<file path="config.mk">
export PLATFORM = sky130hd
export DESIGN_NAME = periph_subsys_top
export DESIGN_NICKNAME = d
export VERILOG_FILES = /design/src/hw/periph_bus_pkg.sv /design/src/hw/periph_map_pkg.sv /design/src/hw/axil_periph_port.sv /design/src/hw/periph_subsys_top.sv /design/src/hw/periph_timer.sv /design/src/hw/soc_ctrl_regs.sv
export SDC_FILE = /design/constraint.sdc
export NUM_CORES = 1
export LEC_CHECK = 0
export BUFFER_PORTS_ARGS = -buffer_cell sky130_fd_sc_hd__buf_4
export CAP_MARGIN = 20
export CORE_MARGIN = 4
export CORE_UTILIZATION = 35
export DETAILED_ROUTE_END_ITERATION = 10
export GPL_TIMING_DRIVEN = 0
export HOLD_SLACK_MARGIN = 0.02
export MAX_ROUTING_LAYER = met4
export SLEW_MARGIN = 40
export SYNTH_ARGS = -nofsm -noshare
export SYNTH_HDL_FRONTEND = slang
export SYNTH_SLANG_ARGS = --single-unit
</file>
<file path="constraint.sdc">
create_clock -name clk_i -period 6.69 [get_ports clk_i]
set_clock_uncertainty 0.1 [all_clocks]
set_input_delay 0.669 -clock clk_i [delete_from_list [all_inputs] [get_ports clk_i]]
set_output_delay 0.669 -clock clk_i [all_outputs]
set_load 0.02 [all_outputs]
</file>
<file path="src/hw/periph_bus_pkg.sv">
// Bus-level constants for the peripheral subsystem.
// Widths and response codes of the AXI4-Lite port, plus the byte-strobe merge
// used by every register block behind the port.

`default_nettype none

package periph_bus_pkg;

  localparam int unsigned AddrWidth   = 12;
  localparam int unsigned DataWidth   = 32;
  localparam int unsigned StrbWidth   = DataWidth / 8;
  localparam int unsigned OffsetWidth = 8;

  // AXI response codes in use
  localparam logic [1:0] RespOkay   = 2'b00;
  localparam logic [1:0] RespDecErr = 2'b11;

  // Merge new bytes into an old word under the write strobes
  function automatic logic [DataWidth-1:0] apply_strb(input logic [DataWidth-1:0] old_q,
                                                      input logic [DataWidth-1:0] new_d,
                                                      input logic [StrbWidth-1:0] strb);
    logic [DataWidth-1:0] merged;
    merged = old_q;
    for (int b = 0; b < StrbWidth; b++) begin
      if (strb[b]) begin
        merged[8*b +: 8] = new_d[8*b +: 8];
      end
    end
    return merged;
  endfunction

endpackage

`default_nettype wire

</file>
<file path="src/hw/periph_map_pkg.sv">
// Address map of the peripheral subsystem.
// Region bases and sizes are used by the bus port for decode; the register
// offsets belong to the blocks that implement them.

`default_nettype none

package periph_map_pkg;

  // ----------------------------------------------------------------------
  // Regions
  // ----------------------------------------------------------------------
  localparam int unsigned SocCtrlBase = 'h000;
  localparam int unsigned TimerBase   = 'h100;
  localparam int unsigned RegionSize  = 'h100;

  // ----------------------------------------------------------------------
  // Register offsets inside a region
  // ----------------------------------------------------------------------
  localparam int unsigned SocBootAddrOffset = 'h0;
  localparam int unsigned SocFetchEnOffset  = 'h4;

  localparam int unsigned TimerCtrlOffset   = 'h0;
  localparam int unsigned TimerCountOffset  = 'h4;
  localparam int unsigned TimerCmpOffset    = 'h8;
  localparam int unsigned TimerStatusOffset = 'hC;

  // Returned on reads that hit no region
  localparam logic [31:0] ErrorRdata = 32'hBADCAB1E;

endpackage

`default_nettype wire

</file>
<file path="src/hw/axil_periph_port.sv">
// AXI4-Lite subordinate port in front of the peripheral register blocks.
// Accepts one write and one read at a time, decodes the address into a region,
// strobes the selected block and answers unmapped addresses with DECERR.

`timescale 1ns/10ps
`default_nettype none

module axil_periph_port
  import periph_bus_pkg::*, periph_map_pkg::*;
(
  input  wire logic                   clk_i,
  input  wire logic                   rst_ni,
  // AXI4-Lite write side
  input  wire logic [AddrWidth-1:0]   awaddr_i,
  input  wire logic                   awvalid_i,
  output logic                        awready_o,
  input  wire logic [DataWidth-1:0]   wdata_i,
  input  wire logic [StrbWidth-1:0]   wstrb_i,
  input  wire logic                   wvalid_i,
  output logic                        wready_o,
  output logic [1:0]                  bresp_o,
  output logic                        bvalid_o,
  input  wire logic                   bready_i,
  // AXI4-Lite read side
  input  wire logic [AddrWidth-1:0]   araddr_i,
  input  wire logic                   arvalid_i,
  output logic                        arready_o,
  output logic [DataWidth-1:0]        rdata_o,
  output logic [1:0]                  rresp_o,
  output logic                        rvalid_o,
  input  wire logic                   rready_i,
  // Register block side
  output logic                        soc_we_o,
  output logic                        timer_we_o,
  output logic [OffsetWidth-1:0]      wr_offset_o,
  output logic [DataWidth-1:0]        wr_data_o,
  output logic [StrbWidth-1:0]        wr_strb_o,
  output logic [OffsetWidth-1:0]      rd_offset_o,
  input  wire logic [DataWidth-1:0]   soc_rdata_i,
  input  wire logic [DataWidth-1:0]   timer_rdata_i
);

  logic                 wr_accept;
  logic                 rd_accept;
  logic                 aw_soc;
  logic                 aw_timer;
  logic                 ar_soc;
  logic                 ar_timer;
  logic [DataWidth-1:0] rd_data;

  // Region hit test on a full bus address
  function automatic logic in_region(input logic [AddrWidth-1:0] addr, input int unsigned base);
    int unsigned a;
    a = addr;
    return (a >= base) && (a < base + RegionSize);
  endfunction

  // ----------------------------------------------------------------------
  // Address decode
  // ----------------------------------------------------------------------
  assign aw_soc   = in_region(awaddr_i, SocCtrlBase);
  assign aw_timer = in_region(awaddr_i, TimerBase);
  assign ar_soc   = in_region(araddr_i, SocCtrlBase);
  assign ar_timer = in_region(araddr_i, TimerBase);

  // ----------------------------------------------------------------------
  // Write channel
  // ----------------------------------------------------------------------
  // AW and W are taken together, only with no B beat outstanding
  assign wr_accept = awvalid_i && wvalid_i && !bvalid_o;
  assign awready_o = wr_accept;
  assign wready_o  = wr_accept;

  assign soc_we_o    = wr_accept && aw_soc;
  assign timer_we_o  = wr_accept && aw_timer;
  assign wr_offset_o = awaddr_i[OffsetWidth-1:0];
  assign wr_data_o   = wdata_i;
  assign wr_strb_o   = wstrb_i;

  always_ff @(posedge clk_i or negedge rst_ni) begin
    if (!rst_ni) begin
      bvalid_o <= 1'b0;
      bresp_o  <= RespOkay;
    end else if (wr_accept) begin
      bvalid_o <= 1'b1;
      bresp_o  <= (aw_soc || aw_timer) ? RespOkay : RespDecErr;
    end else if (bready_i) begin
      bvalid_o <= 1'b0;
    end
  end

  // ----------------------------------------------------------------------
  // Read channel
  // ----------------------------------------------------------------------
  assign rd_accept   = arvalid_i && !rvalid_o;
  assign arready_o   = rd_accept;
  assign rd_offset_o = araddr_i[OffsetWidth-1:0];

  // Blocks answer combinationally for rd_offset_o
  always_comb begin
    if (ar_soc) begin
      rd_data = soc_rdata_i;
    end else if (ar_timer) begin
      rd_data = timer_rdata_i;
    end else begin
      rd_data = ErrorRdata;
    end
  end

  always_ff @(posedge clk_i or negedge rst_ni) begin
    if (!rst_ni) begin
      rvalid_o <= 1'b0;
      rresp_o  <= RespOkay;
    end else if (rd_accept) begin
      rvalid_o <= 1'b1;
      rresp_o  <= (ar_soc || ar_timer) ? RespOkay : RespDecErr;
    end else if (rready_i) begin
      rvalid_o <= 1'b0;
    end
  end

  // Read data held until the R beat is taken
  always_ff @(posedge clk_i) begin
    if (rd_accept) begin
      rdata_o <= rd_data;
    end
  end

endmodule

`default_nettype wire

</file>
<file path="src/hw/periph_subsys_top.sv">
// Peripheral subsystem top level.
// One AXI4-Lite port in front of the SoC control registers and the timer;
// BootAddrDefault sets the boot address seen after reset.

`timescale 1ns/10ps
`default_nettype none

module periph_subsys_top
  import periph_bus_pkg::*;
#(
  parameter logic [DataWidth-1:0] BootAddrDefault = 32'h0000_0080
) (
  input  wire logic                 clk_i,
  input  wire logic                 rst_ni,
  input  wire logic [AddrWidth-1:0] awaddr_i,
  input  wire logic                 awvalid_i,
  output logic                      awready_o,
  input  wire logic [DataWidth-1:0] wdata_i,
  input  wire logic [StrbWidth-1:0] wstrb_i,
  input  wire logic                 wvalid_i,
  output logic                      wready_o,
  output logic [1:0]                bresp_o,
  output logic                      bvalid_o,
  input  wire logic                 bready_i,
  input  wire logic [AddrWidth-1:0] araddr_i,
  input  wire logic                 arvalid_i,
  output logic                      arready_o,
  output logic [DataWidth-1:0]      rdata_o,
  output logic [1:0]                rresp_o,
  output logic                      rvalid_o,
  input  wire logic                 rready_i,
  output logic [DataWidth-1:0]      boot_addr_o,
  output logic                      fetch_enable_o,
  output logic                      timer_irq_o
);

  // Port to register block wiring
  logic                   soc_we;
  logic                   timer_we;
  logic [OffsetWidth-1:0] wr_offset;
  logic [DataWidth-1:0]   wr_data;
  logic [StrbWidth-1:0]   wr_strb;
  logic [OffsetWidth-1:0] rd_offset;
  logic [DataWidth-1:0]   soc_rdata;
  logic [DataWidth-1:0]   timer_rdata;

  axil_periph_port i_port (
    .clk_i,
    .rst_ni,
    .awaddr_i,
    .awvalid_i,
    .awready_o,
    .wdata_i,
    .wstrb_i,
    .wvalid_i,
    .wready_o,
    .bresp_o,
    .bvalid_o,
    .bready_i,
    .araddr_i,
    .arvalid_i,
    .arready_o,
    .rdata_o,
    .rresp_o,
    .rvalid_o,
    .rready_i,
    .soc_we_o      ( soc_we      ),
    .timer_we_o    ( timer_we    ),
    .wr_offset_o   ( wr_offset   ),
    .wr_data_o     ( wr_data     ),
    .wr_strb_o     ( wr_strb     ),
    .rd_offset_o   ( rd_offset   ),
    .soc_rdata_i   ( soc_rdata   ),
    .timer_rdata_i ( timer_rdata )
  );

  soc_ctrl_regs #(
    .BootAddrDefault ( BootAddrDefault )
  ) i_soc_ctrl (
    .clk_i,
    .rst_ni,
    .we_i           ( soc_we    ),
    .wr_offset_i    ( wr_offset ),
    .wr_data_i      ( wr_data   ),
    .wr_strb_i      ( wr_strb   ),
    .rd_offset_i    ( rd_offset ),
    .rdata_o        ( soc_rdata ),
    .boot_addr_o,
    .fetch_enable_o
  );

  periph_timer i_timer (
    .clk_i,
    .rst_ni,
    .we_i        ( timer_we    ),
    .wr_offset_i ( wr_offset   ),
    .wr_data_i   ( wr_data     ),
    .wr_strb_i   ( wr_strb     ),
    .rd_offset_i ( rd_offset   ),
    .rdata_o     ( timer_rdata ),
    .irq_o       ( timer_irq_o )
  );

endmodule

`default_nettype wire

</file>
<file path="src/hw/periph_timer.sv">
// Free-running compare timer with a sticky interrupt.
// The counter runs while enabled, wraps to zero on a compare match and sets
// the pending bit; software clears pending by writing 1 to status bit 0.

`timescale 1ns/10ps
`default_nettype none

module periph_timer
  import periph_bus_pkg::*, periph_map_pkg::*;
(
  input  wire logic                   clk_i,
  input  wire logic                   rst_ni,
  input  wire logic                   we_i,
  input  wire logic [OffsetWidth-1:0] wr_offset_i,
  input  wire logic [DataWidth-1:0]   wr_data_i,
  input  wire logic [StrbWidth-1:0]   wr_strb_i,
  input  wire logic [OffsetWidth-1:0] rd_offset_i,
  output logic [DataWidth-1:0]        rdata_o,
  output logic                        irq_o
);

  logic                 enable_q;
  logic [DataWidth-1:0] count_q;
  logic [DataWidth-1:0] cmp_q;
  logic                 pending_q;
  logic                 match;
  logic                 ctrl_we;
  logic                 count_we;
  logic                 cmp_we;
  logic                 status_clr;

  assign ctrl_we    = we_i && (wr_offset_i == OffsetWidth'(TimerCtrlOffset)) && wr_strb_i[0];
  assign count_we   = we_i && (wr_offset_i == OffsetWidth'(TimerCountOffset));
  assign cmp_we     = we_i && (wr_offset_i == OffsetWidth'(TimerCmpOffset));
  assign status_clr = we_i && (wr_offset_i == OffsetWidth'(TimerStatusOffset))
                      && wr_strb_i[0] && wr_data_i[0];

  // Match only counts while the timer runs
  assign match = enable_q && (count_q == cmp_q);

  always_ff @(posedge clk_i or negedge rst_ni) begin
    if (!rst_ni) begin
      enable_q  <= 1'b0;
      count_q   <= '0;
      cmp_q     <= '0;
      pending_q <= 1'b0;
    end else begin
      if (ctrl_we) begin
        enable_q <= wr_data_i[0];
      end
      // Software write beats wrap and increment
      if (count_we) begin
        count_q <= apply_strb(count_q, wr_data_i, wr_strb_i);
      end else if (match) begin
        count_q <= '0;
      end else if (enable_q) begin
        count_q <= count_q + 1'b1;
      end
      if (cmp_we) begin
        cmp_q <= apply_strb(cmp_q, wr_data_i, wr_strb_i);
      end
      // Set wins over clear
      if (match) begin
        pending_q <= 1'b1;
      end else if (status_clr) begin
        pending_q <= 1'b0;
      end
    end
  end

  assign irq_o = pending_q;

  always_comb begin
    rdata_o = '0;
    case (rd_offset_i)
      OffsetWidth'(TimerCtrlOffset):   rdata_o[0] = enable_q;
      OffsetWidth'(TimerCountOffset):  rdata_o    = count_q;
      OffsetWidth'(TimerCmpOffset):    rdata_o    = cmp_q;
      OffsetWidth'(TimerStatusOffset): rdata_o[0] = pending_q;
      default:                         rdata_o    = '0;
    endcase
  end

endmodule

`default_nettype wire

</file>
<file path="src/hw/soc_ctrl_regs.sv">
// SoC control registers: boot address and fetch enable.
// Written by the bus port one word at a time under byte strobes; both values
// are also driven out as static control outputs.

`timescale 1ns/10ps
`default_nettype none

module soc_ctrl_regs
  import periph_bus_pkg::*, periph_map_pkg::*;
#(
  parameter logic [DataWidth-1:0] BootAddrDefault = 32'h0000_0080
) (
  input  wire logic                   clk_i,
  input  wire logic                   rst_ni,
  input  wire logic                   we_i,
  input  wire logic [OffsetWidth-1:0] wr_offset_i,
  input  wire logic [DataWidth-1:0]   wr_data_i,
  input  wire logic [StrbWidth-1:0]   wr_strb_i,
  input  wire logic [OffsetWidth-1:0] rd_offset_i,
  output logic [DataWidth-1:0]        rdata_o,
  output logic [DataWidth-1:0]        boot_addr_o,
  output logic                        fetch_enable_o
);

  logic boot_addr_we;
  logic fetch_en_we;

  assign boot_addr_we = we_i && (wr_offset_i == OffsetWidth'(SocBootAddrOffset));
  // Fetch enable lives in byte 0 only
  assign fetch_en_we  = we_i && (wr_offset_i == OffsetWidth'(SocFetchEnOffset)) && wr_strb_i[0];

  always_ff @(posedge clk_i or negedge rst_ni) begin
    if (!rst_ni) begin
      boot_addr_o    <= BootAddrDefault;
      fetch_enable_o <= 1'b0;
    end else begin
      if (boot_addr_we) begin
        boot_addr_o <= apply_strb(boot_addr_o, wr_data_i, wr_strb_i);
      end
      if (fetch_en_we) begin
        fetch_enable_o <= wr_data_i[0];
      end
    end
  end

  // Read mux with unknown offsets reading as zero
  always_comb begin
    rdata_o = '0;
    if (rd_offset_i == OffsetWidth'(SocBootAddrOffset)) begin
      rdata_o = boot_addr_o;
    end else if (rd_offset_i == OffsetWidth'(SocFetchEnOffset)) begin
      rdata_o[0] = fetch_enable_o;
    end
  end

endmodule

`default_nettype wire
</file>
---- Yosys cells after proc, flatten, opt, wreduce, memory -nomap -nowiden ----
Index checks and enable logic that the tools add are counted.
word-level totals
  register bits ........................... 137
  bits of input ports ..................... 67
  output and inout bits ................... 75
  logic and storage cells ................. 100
operators by class
  equality and inequality tests ........... 11
  muxes and demuxes ....................... 22
  $add $sub $neg .......................... 1
  $lt $le $gt $ge ......................... 6
  reduce and logical (&&, ||, !) cells .... 40
operators by type and width
  operator                                                                        count
  32-bit two-way mux                                                              5
  31-bit one-hot mux with 2 select lines                                          1
  32-bit by 1-bit adder with 32-bit output, second input constant                 1
  32-bit == test                                                                  1
  8-bit by 4-bit == test with 1-bit output, second input constant                 4
  8-bit two-way mux                                                               4
  31-bit two-way mux                                                              1
  12-bit by 9-bit >= comparator with 1-bit output, second input constant          2
  12-bit by 10-bit less-than comparator with 1-bit output, second input constant  2
  12-bit by 9-bit less-than comparator with 1-bit output, second input constant   2
  2-bit AND reduction                                                             12
  1-bit logical AND                                                               18
  8-bit by 3-bit == test with 1-bit output, second input constant                 2
  8-bit zero test                                                                 2
  1-bit two-way mux                                                               8
  2-bit != test, second input constant                                            4
  2-bit nonzero test                                                              3
  2-bit two-way mux                                                               2
  1-bit one-hot mux with 4 select lines                                           1
  3-bit nonzero test                                                              1
  1-bit zero test                                                                 2
  1-bit logical OR                                                                2

---- Logic depth before layout (Yosys ltp) ----
Gate-level depths: netlist (run 1).
  depth in word-level cells ............... 8
  mapped depth ............................ 9
  depth with buffers taken out ............ 7

---- Hierarchy ----
Synthesis (run 1) repeated with hierarchy kept, for this count alone.
unflattened totals
  cells, all modules ...................... 764
  area, all modules ....................... 8006.4 sq um
modules (own cells, without submodules)
  module            times used  cells an instance  seq. area each (sq um)  area an instance (sq um)
  periph_timer      1           475                1651.6                  4383.0
  axil_periph_port  1           177                1061.0                  2055.7
  soc_ctrl_regs     1           112                827.0                   1567.8

---- Worst setup path before layout (run 1) ----
OpenSTA, ideal clock, no wires.
  path kind ............................... input port to output port
  start point ............................. input arvalid_i
  end point ............................... output arready_o
  setup slack ............................. 3.492 ns
  cell stages on the path ................. 1
  arrival ................................. 2.429 ns
  data required time ...................... 5.921 ns
  buffers on the path ..................... 0
  cells stage by stage .................... nor2b_1
on the way
  cells in the longest elaborated chain, start to end .. 1
ends and longest elaborated chain
  element            line                     source
  from (decl)        periph_subsys_top.sv:26  input wire logic arvalid_i,
  1-bit logical AND  axil_periph_port.sv:95   assign rd_accept = arvalid_i && !rvalid_o;
  to (decl)          periph_subsys_top.sv:27  output logic arready_o,
Every way passes these cells.

---- Worst setup path after layout (run 1) ----
  start point ............................. input araddr_i[5]
  end point ............................... register i_port.rdata_o[18], data pin
on the way
  cells in the longest elaborated chain, start to end .. 4
  elaborated cells on any way between the ends .. 11
  those cells by class .................... order compare (3); eq/ne (2); mux (4); reduce/logical (2)
ends and longest elaborated chain
  element                                                                      line                                        source
  from (decl)                                                                  periph_subsys_top.sv:25                     input wire logic [AddrWidth-1:0] araddr_i,
  12-bit by 9-bit >= comparator with 1-bit output (tied with other cells)      axil_periph_port.sv:55                      return (a >= base) && (a < base + RegionSize);
  1-bit logical AND or 31-bit one-hot mux with 2 select lines (tied branches)  axil_periph_port.sv:55, periph_timer.sv:75
  32-bit two-way mux                                                           axil_periph_port.sv:103                     end else if (ar_timer) begin
  32-bit two-way mux *                                                         axil_periph_port.sv:101                     if (ar_soc) begin
  named net i_port.rd_data[18]                                                 axil_periph_port.sv:49                      logic [DataWidth-1:0] rd_data;
  to (signal assigned)                                                         axil_periph_port.sv:125                     rdata_o <= rd_data;
  to (decl)                                                                    axil_periph_port.sv:28                      output logic [DataWidth-1:0] rdata_o,
The timed path passes the listed nets; every way through them passes the cells marked *.
A chain may end at the register's enable or synchronous reset.

==> metrics, run 1 <==
run status=finished, final reports clean; Sum Neg Setup Slack=0 ns; post-CTS clock slew at the launch and capture registers of the worst setup and hold paths=0.06 ns; slowest cell delay on critical path=0.69 ns; TritonCTS buffer count=17; starting density of the core=35.8%; nets=950; Die Height=153 microns; asr flop ratio synth=76.3%; Slew HR=39.0%; via total after detailed routing=6510; internal power component=0.00160 W; GPL Wtd Cong=0.950; Die Outline Area=0.0233 sq mm; CP Launch Type=primary input; wire length of the first global-routing pass=38.5 mm; antenna violations before repair=0; Total Routed Length=24.5 mm; total routing usage reported by global routing=21.8%; most common cell in the synthesized netlist=sky130_fd_sc_hd__dfrtp_1; cell taking the most area after synthesis=sky130_fd_sc_hd__dfrtp_1; proportion of synthesized chip area in sequential cells=48.3%; ANT nets after route=0; number of remaining DRC errors=0; Avg Inst Size Synth=10.2 sq um; relative contribution of combinational cells to total power=13.2%; number of synthesis warnings=0; overall die width=153 microns; Clk Latency, worst-skew pair=0.43 ns; max_cap viols=0; final worst slack=3.85 ns; final HPWL from detailed placement=17.8 mm; CTS max path bufs=2; post-synthesis cell type count=61; number of enable-type register cells in the synthesized netlist=32; Leak=4.01 nW; clock tree sinks=135; Via-to-Cell Ratio=5.59; synthesized area=0.00732 sq mm; setup bufs post-CTS=0; Synth top cells by count=102 x sky130_fd_sc_hd__dfrtp_1, 64 x sky130_fd_sc_hd__mux2_2, 63 x sky130_fd_sc_hd__a21oi_1; Sw Ratio=25.4%; Sequential Power Share=41.9%; ordered list of cells on the worst path=buf_4, nor4_1, nand2_1, nor3b_1, clkbuf_1, a221oi_1, nor2_1; data arrival time at the worst-slack endpoint=3.02 ns; clock network power share=44.8%; synthesized flop and latch total=135; layout cell share with drive strength beyond 1=31.1%; worst-path cell with the longest stage delay=sky130_fd_sc_hd__nor3b_1; pin count of the biggest net entering global routing=70; Port-buffer cells=138; highest ir drop seen on vdd=186 uV; ys flop type=sky130_fd_sc_hd__dfrtp_1; unrepaired setup endpoints after global routing=false; maximum level of the CTS H-tree=4; total congestion overflow=0; number of global-route vias before repair=6470; main area contributors after synthesis=sky130_fd_sc_hd__dfrtp_1 35%, sky130_fd_sc_hd__edfxtp_1 13%, sky130_fd_sc_hd__mux2_2 9.8%; total power density per cell area=228 mW/mm^2; minimum setup slack after placement=3.50 ns; type of the worst setup path=in2reg; # IOs=142; worst path bufs/invs=2; total nets after synthesis=789; kind of end point of the critical path=flop; worst hold path class=in2reg; reported net switching power=0.000545 W; routed length per placed instance=21.0 microns; number of instances in the synthesized netlist=721; final setup violation count=0; overall power=0.00214 W; max frequency=352 MHz; clock tree from TritonCTS=yes; Slew Viols, Final=0; Hold Violations, Final=0; drt first pass iters=5; Period Utilization, post-route=42.5%; Top Family by Delay on Critical Path=simple AND/OR/NAND/NOR gates; final core area utilization=46.0%; non-filler instance count after layout=1165; DR iter-0 viols=619; time the worst path needs with I/O delays and setup=2.84 ns; number of antenna repair diodes=0; Critical Path Fanout Max=10; area of the core=0.0204 sq mm; number of placement rows=52; required time reported for the critical path endpoint=6.87 ns; area share of the largest cell type after synthesis=34.9%; transition at the pin with the smallest max-transition slack=0.915 ns; signed area change from the synthesized netlist to the final layout=28.2%; root buf cell=sky130_fd_sc_hd__clkbuf_16; total placed cells including tap cells=1132; worst reg-to-reg setup slack=4.02 ns
[cell families after synthesis]
group | synth area share [%]
muxes | 10.8
and+or+nand+nor | 16.3
xor gates and xnor gates | 4.07
AOI/OAI and AO/OA | 16.2
buffers and inverters | 4.10
adders and majority gates | 0.171
DFF | 48.3
[placed cells by master (no fill, tap or decap), types with 4 or more instances in the layout]
cell / n
sky130_fd_sc_hd__buf_4: 140
sky130_fd_sc_hd__dfrtp_1: 102
sky130_fd_sc_hd__mux2_2: 64
sky130_fd_sc_hd__a21oi_1: 63
sky130_fd_sc_hd__nor2_1: 56
sky130_fd_sc_hd__nand2_1: 50
sky130_fd_sc_hd__o21ai_0: 45
sky130_fd_sc_hd__xnor2_1: 32
sky130_fd_sc_hd__edfxtp_1: 32
sky130_fd_sc_hd__clkbuf_1: 30
sky130_fd_sc_hd__nand4_1: 21
sky130_fd_sc_hd__nand3_1: 21
sky130_fd_sc_hd__buf_2: 20
sky130_fd_sc_hd__a221oi_1: 20
sky130_fd_sc_hd__a22oi_1: 18
sky130_fd_sc_hd__inv_1: 17
sky130_fd_sc_hd__clkbuf_16: 17
sky130_fd_sc_hd__nor3_1: 15
sky130_fd_sc_hd__o22ai_1: 12
sky130_fd_sc_hd__nor4_1: 8
sky130_fd_sc_hd__a31oi_1: 8
sky130_fd_sc_hd__nor3b_1: 6
sky130_fd_sc_hd__nand2b_1: 6
sky130_fd_sc_hd__mux2i_1: 6
sky130_fd_sc_hd__nor3_4: 5
sky130_fd_sc_hd__and2_1: 5
sky130_fd_sc_hd__and3_1: 5
sky130_fd_sc_hd__a32oi_1: 4
[worst paths after layout]
check | from | to | cells after the start
max in group asynchronous | rst_ni | i_soc_ctrl.boot_addr_o[12] | 3
max | araddr_i[5] | i_port.rdata_o[18] | 7
min in group asynchronous | rst_ni | i_soc_ctrl.boot_addr_o[5] | 2
max reg2reg | i_timer.count_q[20] | i_timer.count_q[15] | 8
min reg2reg | i_port.bvalid_o | i_port.bvalid_o | 1
min | rready_i | i_port.rvalid_o | 2
[worst register-to-register path: stages, from the launching register on]
cell	delay (ns)
sky130_fd_sc_hd__dfrtp_1	0.36
sky130_fd_sc_hd__clkbuf_1	0.20
sky130_fd_sc_hd__xnor2_1	0.44
sky130_fd_sc_hd__nand4_1	0.25
sky130_fd_sc_hd__nor4_1	0.30
sky130_fd_sc_hd__a31oi_1	0.19
sky130_fd_sc_hd__clkbuf_1	0.36
sky130_fd_sc_hd__a32oi_1	0.23
sky130_fd_sc_hd__o21ai_0	0.11
[per-stage QoR]
step | area [sq um] | hold slack, ns
final | 9390 | 0.305
after CTS | 9380 | 0.288
after global placement | 8700 | 0.389
after detailed placement | 8780 | 0.393
after global routing | 9390 | 0.309
after floorplan | 7320 | 0.273
[final cells by class]
class,instances,area (sq um)
Fill cell,2047,11000
Sequential cell,135,3540
Multi-Input combinational cell,516,3510
Timing Repair Buffer,142,1110
Clock buffer,23,468
Tap cell,270,338
Buffer,53,236
Clock inverter,9,124
Inverter,17,63.8
[metal layers]
metal  global-route usage, %  part of all wire (%)  up-vias
li1                        -                     -     2997
met1                    29.6                    45     3200
met2                    33.1                    46      284
met3                    4.46                   6.4       29
met4                    7.00                   1.9        0
met5                       -                     0        -
[sequential cells by signal, summed over array words and instances (netlist names)]
| name | cells |
|---|---|
| i_timer.cmp_q | 32 |
| i_port.bvalid_o | 1 |
| i_port.bresp_o | 1 |
| i_port.rvalid_o | 1 |
| i_timer.enable_q | 1 |
| i_port.rresp_o | 1 |
| i_timer.irq_o | 1 |
| i_soc_ctrl.boot_addr_o | 32 |
| i_soc_ctrl.fetch_enable_o | 1 |
| i_timer.count_q | 32 |
| i_port.rdata_o | 32 |
[power by group through the flow]
stage	combinational [W]	sequential (W)	clock, W
floorplan	0.000144	0.000926	0
global placement	0.000273	0.000914	0
detailed placement	0.000282	0.000914	0
CTS	0.000284	0.000898	0.000983
global route	0.000314	0.000902	0.00101
finish	0.000284	0.000899	0.000961
[what timing repair did]
action                                 CTS  global route
resized for setup                        0             0
endpoints found under the hold margin   15             0
setup endpoints to repair                0             0
hold buffers                             1             0
No activity file was read; power rests on OpenSTA's default activity.
==> run 2: changes to the inputs <==
==> constraint.sdc (replaced) <==
create_clock -name clk_i -period 2.59 [get_ports clk_i]
set_clock_uncertainty 0.1 [all_clocks]
set_input_delay 0.259 -clock clk_i [delete_from_list [all_inputs] [get_ports clk_i]]
set_output_delay 0.259 -clock clk_i [all_outputs]
set_load 0.02 [all_outputs]
==> run 2 against run 1 <==
Sequential power increased to 2.6 times the previous value. Global-route usage increased by 0.15 points. Register-to-register slack got worse by 3.9 ns. Clock power increased to 2.7 times the previous value. Die area unchanged. Total power increased to 2.7 times the previous value. Final cell count increased by 3.5%. Design area increased by 6.0%. Worst setup slack got worse by 3.7 ns. Flip-flop and latch count unchanged. Via count increased by 2.3%. Worst hold slack got worse by 0.26 ns. Highest routed layer unchanged.
==> metrics, run 2 (same netlist as run 1, synthesis figures left out) <==
Slew HR=50.3% (was 39.0%); most frequent cell on the critical path=sky130_fd_sc_hd__buf_2; reported net switching power=0.00145 W (was 0.000545 W); Sequential Power Share=40.4% (was 41.9%); number of placement rows=52 (unchanged); highest ir drop seen on vdd=404 uV (was 186 uV); Period Utilization, post-route=95.3%; post-CTS clock slew at the launch and capture registers of the worst setup and hold paths=0.06 ns (about the same); Leak=4.26 nW (was 4.01 nW); slowest cell delay on critical path=0.45 ns (was 0.69 ns); final HPWL from detailed placement=17.8 mm (about the same); root buf cell=sky130_fd_sc_hd__clkbuf_16 (unchanged); nets=991 (was 950); total congestion overflow=0 (unchanged); kind of end point of the critical path=flop (unchanged); layout cell share with drive strength beyond 1=32.3% (was 31.1%); starting density of the core=35.8% (unchanged); antenna violations before repair=0 (unchanged); Sum Neg Setup Slack=0 ns (unchanged); transition at the pin with the smallest max-transition slack=0.746 ns (was 0.915 ns); ANT nets after route=0 (unchanged); clock network power share=45.8% (was 44.8%); number of remaining DRC errors=0 (unchanged); # IOs=142 (unchanged); type of the worst setup path=reg2reg (was in2reg); required time reported for the critical path endpoint=2.80 ns (was 6.87 ns); signed area change from the synthesized netlist to the final layout=35.9% (was 28.2%); unrepaired setup endpoints after global routing=false (unchanged); area of the core=0.0204 sq mm (unchanged); data arrival time at the worst-slack endpoint=2.68 ns (was 3.02 ns); final worst slack=0.123 ns (was 3.85 ns); worst-path cell with the longest stage delay=sky130_fd_sc_hd__nor4_2 (was sky130_fd_sc_hd__nor3b_1); Critical Path Fanout Max=8 (was 10); Top Family by Delay on Critical Path=simple AND/OR/NAND/NOR gates (unchanged); internal power component=0.00430 W (was 0.00160 W); max frequency=405 MHz; Clk Latency, worst-skew pair=0.43 ns (about the same); Slew Viols, Final=0 (unchanged); max_cap viols=0 (unchanged); worst path bufs/invs=2 (unchanged); TritonCTS buffer count=17 (unchanged); worst hold path class=in2reg (unchanged); relative contribution of combinational cells to total power=13.8% (was 13.2%); overall die width=153 microns (unchanged); run status=finished, final reports clean (unchanged); Port-buffer cells=138 (unchanged); CP Launch Type=flop (was primary input); Die Height=153 microns (unchanged); maximum level of the CTS H-tree=4 (unchanged); number of antenna repair diodes=0 (unchanged); overall power=0.00575 W (was 0.00214 W); Hold Violations, Final=0 (unchanged); number of fill cells=1948 (was 2047); total placed cells including tap cells=1131 (was 1132); final setup violation count=0 (unchanged); wire length of the first global-routing pass=38.9 mm (was 38.5 mm); Die Outline Area=0.0233 sq mm (unchanged); DR iter-0 viols=612 (was 619); hold slack=0.0447 ns (was 0.305 ns); via total after detailed routing=6661 (was 6510); number of global-route vias before repair=6609 (was 6470); drt first pass iters=5 (unchanged); most common library cell in the layout ignoring fill and taps=sky130_fd_sc_hd__buf_4 (unchanged); time the worst path needs with I/O delays and setup=2.47 ns; minimum setup slack after placement=-0.227 ns (was 3.50 ns); non-filler instance count after layout=1206 (was 1165); GPL Wtd Cong=0.965 (was 0.950); total power density per cell area=577 mW/mm^2 (was 228 mW/mm^2); routed length per placed instance=20.5 microns (was 21.0 microns); total routing usage reported by global routing=22.0% (was 21.8%); Sw Ratio=25.3% (was 25.4%); Total Routed Length=24.8 mm (was 24.5 mm); clock tree from TritonCTS=yes (unchanged); ordered list of cells on the worst path=and3b_1, buf_2, nand4_1, nor4_2, and2_1, buf_2, mux2_2 (was buf_4, nor4_1, nand2_1, nor3b_1, clkbuf_1, a221oi_1, nor2_1); Via-to-Cell Ratio=5.52 (was 5.59); pin count of the biggest net entering global routing=104 (was 70); CTS max path bufs=2 (unchanged); commonest non-fill, non-tap cells in the layout=143 x sky130_fd_sc_hd__buf_4, 102 x sky130_fd_sc_hd__dfrtp_1, 64 x sky130_fd_sc_hd__mux2_2, 63 x sky130_fd_sc_hd__a21oi_1, 56 x sky130_fd_sc_hd__nor2_1 (was 140 x sky130_fd_sc_hd__buf_4, 102 x sky130_fd_sc_hd__dfrtp_1, 64 x sky130_fd_sc_hd__mux2_2, 63 x sky130_fd_sc_hd__a21oi_1, 56 x sky130_fd_sc_hd__nor2_1); clock tree sinks=135 (unchanged)
[run 2: changes by cell type in the layout (fill, tap and decap cells not counted), sizes merged]
cell | before | now
bufinv | 3 | 4
dlygate4sd3 | 1 | 36
clkbuf | 50 | 46
inv | 17 | 18
buf | 167 | 174
clkinvlp | 1 | 2
[run 2: final timing paths]
| check | slack (ns) | from | cells after the start | endpoint |
|---|---|---|---|---|
| worst max register to register | 0.12 | i_port.bvalid_o | 7 | i_soc_ctrl.boot_addr_o[12] |
| worst min-delay path | 0.04 | awaddr_i[9] | 3 | i_port.bresp_o[0] |
| worst max-delay path | 0.12 | i_port.bvalid_o | 7 | i_soc_ctrl.boot_addr_o[12] |
| max in group asynchronous | 1.50 | rst_ni | 3 | i_soc_ctrl.boot_addr_o[11] |
| worst min register to register | 0.41 | i_port.bvalid_o | 1 | i_port.bvalid_o |
| min in group asynchronous | 0.19 | rst_ni | 2 | i_soc_ctrl.boot_addr_o[15] |
[run 2: final cells by class]
cell class	instances	area, sq um	area share [%]
inverters	17	63.8	0.641
clock inverters	12	173	1.73
repair buffers	184	1580	15.8
multi-input cells	516	3560	35.8
well taps	270	338	3.39
plain buffers	52	239	2.40
clock buffers	20	467	4.69
flip-flops and latches	135	3540	35.6
[run 2: stage by stage]
step	area [sq um]	utilization (%)
final	9960	48.7
after detailed placement	8770	42.9
after global routing	9960	48.7
after CTS	9790	47.9
after global placement	8700	42.6
after floorplan	7330	-
[run 2: power groups by stage]
stage	registers, W	logic [W]	clock network, W
floorplan	0.00239	0.000372	0
global placement	0.00236	0.000700	0
detailed placement	0.00236	0.000728	0
CTS	0.00232	0.000778	0.00268
global route	0.00233	0.000862	0.00278
finish	0.00232	0.000791	0.00263
[run 2: layer usage]
metal,GRT usage (%),vias to the layer above,part of all wire (%)
li1,-,3095,-
met2,33.2,281,47
met1,29.3,3246,44
met3,4.71,39,6.7
met4,7.85,0,2.1
met5,-,-,0
[run 2: worst min-delay path: stages]
cell and delay (ns):
sky130_fd_sc_hd__buf_4 0.08, sky130_fd_sc_hd__nor3_1 0.06, sky130_fd_sc_hd__a21oi_1 0.14
[run 2: what timing repair did]
item,CTS,global route
hold buffers,36,0
gates resized for setup,3,10
pin swaps,0,5
setup endpoints to repair,38,48
hold endpoints to repair,176,0
buffers inserted,0,7
gates cloned,0,0
==> run 3: changes to the inputs <==
--- a/config.mk
+++ b/config.mk
@@ -13,6 +13,7 @@
 export GPL_TIMING_DRIVEN = 0
 export HOLD_SLACK_MARGIN = 0.02
 export MAX_ROUTING_LAYER = met4
+export SETUP_SLACK_MARGIN = 0.2
 export SLEW_MARGIN = 40
 export SYNTH_ARGS = -nofsm -noshare
 export SYNTH_HDL_FRONTEND = slang
==> run 3 against run 2 <==
Total power grew 0.40%. Sequential power is essentially flat. Largest power group unchanged. Maximum frequency grew 4.4%. Critical path type unchanged. Clock power is essentially flat. Critical endpoint is now i_timer.count_q[15]. Design area grew 2.2%. Core utilization grew 1.1 points. Clock-buffer cell count is the same. Worst hold slack gained 0.0015 ns. Die area is the same. First-iteration DRC count grew 6.4%. Critical path depth grew 1.
==> metrics, run 3 (same netlist as run 1, synthesis figures left out) <==
data arrival time at the worst-slack endpoint=2.56 ns (was 2.68 ns); GPL Wtd Cong=0.965 (unchanged); routed length per placed instance=20.6 microns (was 20.5 microns); highest ir drop seen on vdd=442 uV (was 404 uV); multi-input logic area=0.00363 sq mm (was 0.00356 sq mm); Worst Setup SP=i_timer.count_q[20] (was i_port.bvalid_o); area of the core=0.0204 sq mm (unchanged); non-filler instance count after layout=1223 (was 1206); Hold Violations, Final=0 (unchanged); clock tree sinks=135 (unchanged); drt first pass iters=5 (unchanged); type of the worst setup path=reg2reg (unchanged); final HPWL from detailed placement=17.8 mm (unchanged); maximum level of the CTS H-tree=4 (unchanged); Die Outline Area=0.0233 sq mm (unchanged); antenna violations before repair=0 (unchanged); Slew Viols, Final=0 (unchanged); starting density of the core=35.8% (unchanged); post-CTS clock slew at the launch and capture registers of the worst setup and hold paths=0.06 ns (about the same); ANT nets after route=0 (unchanged); Die Height=153 microns (unchanged); worst hold path class=in2reg (unchanged); met1 layer wirelength in the final routing=11.1 mm (was 10.9 mm); pin count of the biggest net entering global routing=104 (unchanged); commonest non-fill, non-tap cells in the layout=163 x sky130_fd_sc_hd__buf_4, 102 x sky130_fd_sc_hd__dfrtp_1, 64 x sky130_fd_sc_hd__mux2_2, 61 x sky130_fd_sc_hd__a21oi_1, 55 x sky130_fd_sc_hd__nor2_1 (was 143 x sky130_fd_sc_hd__buf_4, 102 x sky130_fd_sc_hd__dfrtp_1, 64 x sky130_fd_sc_hd__mux2_2, 63 x sky130_fd_sc_hd__a21oi_1, 56 x sky130_fd_sc_hd__nor2_1); Total Routed Length=25.2 mm (was 24.8 mm); wire length on met2=11.9 mm (was 11.7 mm); Via-to-Cell Ratio=5.53 (was 5.52); TritonCTS buffer count=17 (unchanged); transition at the pin with the smallest max-transition slack=0.761 ns (was 0.746 ns); number of fill cells=1916 (was 1948); Period Utilization, post-route=91.2% (was 95.3%); WL met3=1.68 mm (was 1.66 mm); Sum Neg Setup Slack=0 ns (unchanged); root buf cell=sky130_fd_sc_hd__clkbuf_16 (unchanged); nets=1008 (was 991); # IOs=142 (unchanged); top routing layer in use=met4 (unchanged); placement-stage cell area=0.00877 sq mm (unchanged); CP Launch Type=flop (unchanged); total placed cells including tap cells=1131 (unchanged); Port-buffer cells=138 (unchanged); total congestion overflow=0 (unchanged); critical register-to-register path startpoint=i_timer.count_q[20] (was i_port.bvalid_o); via total after detailed routing=6762 (was 6661); kind of end point of the critical path=flop (unchanged); signed area change from the synthesized netlist to the final layout=39.0% (was 35.9%); required time reported for the critical path endpoint=2.79 ns (was 2.80 ns); overall die width=153 microns (unchanged); most common library cell in the layout ignoring fill and taps=sky130_fd_sc_hd__buf_4 (unchanged); total routing usage reported by global routing=22.1% (was 22.0%); number of antenna repair diodes=0 (unchanged); Finished Cell Area=0.0102 sq mm (was 0.00996 sq mm); DR iter-0 viols=651 (was 612); min-delay src=awaddr_i[9] (unchanged); final setup violation count=0 (unchanged); Slew HR=49.3% (was 50.3%); Critical Path Fanout Max=10 (was 8); max_cap viols=0 (unchanged); max frequency=423 MHz (was 405 MHz); sequential cell area=0.00354 sq mm (unchanged); Clk Latency, worst-skew pair=0.43 ns (about the same); number of placement rows=52 (unchanged); clock tree from TritonCTS=yes (unchanged); unrepaired setup endpoints after global routing=true (was false); CTS max path bufs=2 (unchanged); Leak=4.37 nW (was 4.26 nW); layout cell share with drive strength beyond 1=35.0% (was 32.3%); number of remaining DRC errors=0 (unchanged); total power density per cell area=567 mW/mm^2 (was 577 mW/mm^2); run status=finished, final reports clean (unchanged); minimum setup slack after placement=-0.227 ns (unchanged); number of global-route vias before repair=6651 (was 6609); wire length of the first global-routing pass=39.0 mm (was 38.9 mm); time the worst path needs with I/O delays and setup=2.36 ns (was 2.47 ns); final worst slack=0.227 ns (was 0.123 ns)
[run 3: cell types whose count changed in the layout (fill, tap and decap cells not counted), moves of 2 or more]
cell / previous run / this run
sky130_fd_sc_hd__clkbuf_4: 0 / 3
sky130_fd_sc_hd__nand3_1: 21 / 19
sky130_fd_sc_hd__clkbuf_2: 6 / 10
sky130_fd_sc_hd__buf_4: 143 / 163
sky130_fd_sc_hd__a21oi_2: 0 / 2
sky130_fd_sc_hd__nand3_2: 1 / 3
sky130_fd_sc_hd__buf_2: 20 / 14
sky130_fd_sc_hd__clkbuf_1: 20 / 16
sky130_fd_sc_hd__a21oi_1: 63 / 61
sky130_fd_sc_hd__buf_6: 0 / 2
[run 3: critical path, cell delays in order (launching register included)]
cell                       delay, ns
sky130_fd_sc_hd__dfrtp_1        0.36
sky130_fd_sc_hd__clkbuf_2       0.21
sky130_fd_sc_hd__xnor2_4        0.24
sky130_fd_sc_hd__nand4_1        0.23
sky130_fd_sc_hd__nor4_2         0.38
sky130_fd_sc_hd__a31oi_1        0.19
sky130_fd_sc_hd__buf_2          0.26
sky130_fd_sc_hd__a32oi_1        0.17
sky130_fd_sc_hd__o21ai_0        0.10
[run 3: worst paths after layout]
path | cells after the start | endpoint | slack (ns)
min reg2reg | 1 | i_port.bvalid_o | 0.40
min in group asynchronous | 2 | i_soc_ctrl.boot_addr_o[15] | 0.19
min | 3 | i_port.bresp_o[0] | 0.05
max | 8 | i_timer.count_q[15] | 0.23
max reg2reg | 8 | i_timer.count_q[15] | 0.23
max in group asynchronous | 3 | i_soc_ctrl.boot_addr_o[11] | 1.50
[run 3: area by class of cell]
class	instances	area share, %
flip-flops and latches	135	34.8
repair buffers	200	16.5
well taps	270	3.32
clock inverters	12	1.70
multi-input cells	516	35.7
plain buffers	53	2.73
clock buffers	20	4.58
inverters	17	0.664
[run 3: per-layer routing]
| layer | up-vias | global-route usage (%) |
|---|---|---|
| met5 | - | - |
| met4 | 0 | 8.06 |
| met3 | 45 | 4.88 |
| met2 | 277 | 33.2 |
| met1 | 3310 | 29.3 |
| li1 | 3130 | - |
[run 3: power breakdown]
part | leakage [nW] | total [W] | switching [W] | internal, W
clock network | 0.312 | 0.00264 | 0.000958 | 0.00168
logic | 2.39 | 0.000805 | 0.000455 | 0.000350
registers | 1.67 | 0.00232 | 0.0000558 | 0.00227
total | 4.37 | 0.00577 | 0.00147 | 0.00430
[run 3: stage by stage]
step | power (W) | hold slack, ns | util [%]
2_1_floorplan | 0.00276 | -0.137 | -
3_3_place_gp | 0.00306 | 0.340 | 42.6
3_5_place_dp | 0.00309 | 0.284 | 42.9
4_1_cts | 0.00578 | 0.0352 | 48.5
5_1_grt | 0.00598 | 0.0613 | 49.8
6_report | 0.00577 | 0.0462 | 49.8
[run 3: repair_timing]
action                                  CTS  global route
setup buffers                             9            14
gates resized for setup                  10            42
endpoints found under the setup margin   93           114
endpoints found under the hold margin   176             0
pin swaps                                 5             8
hold buffers                             36             0
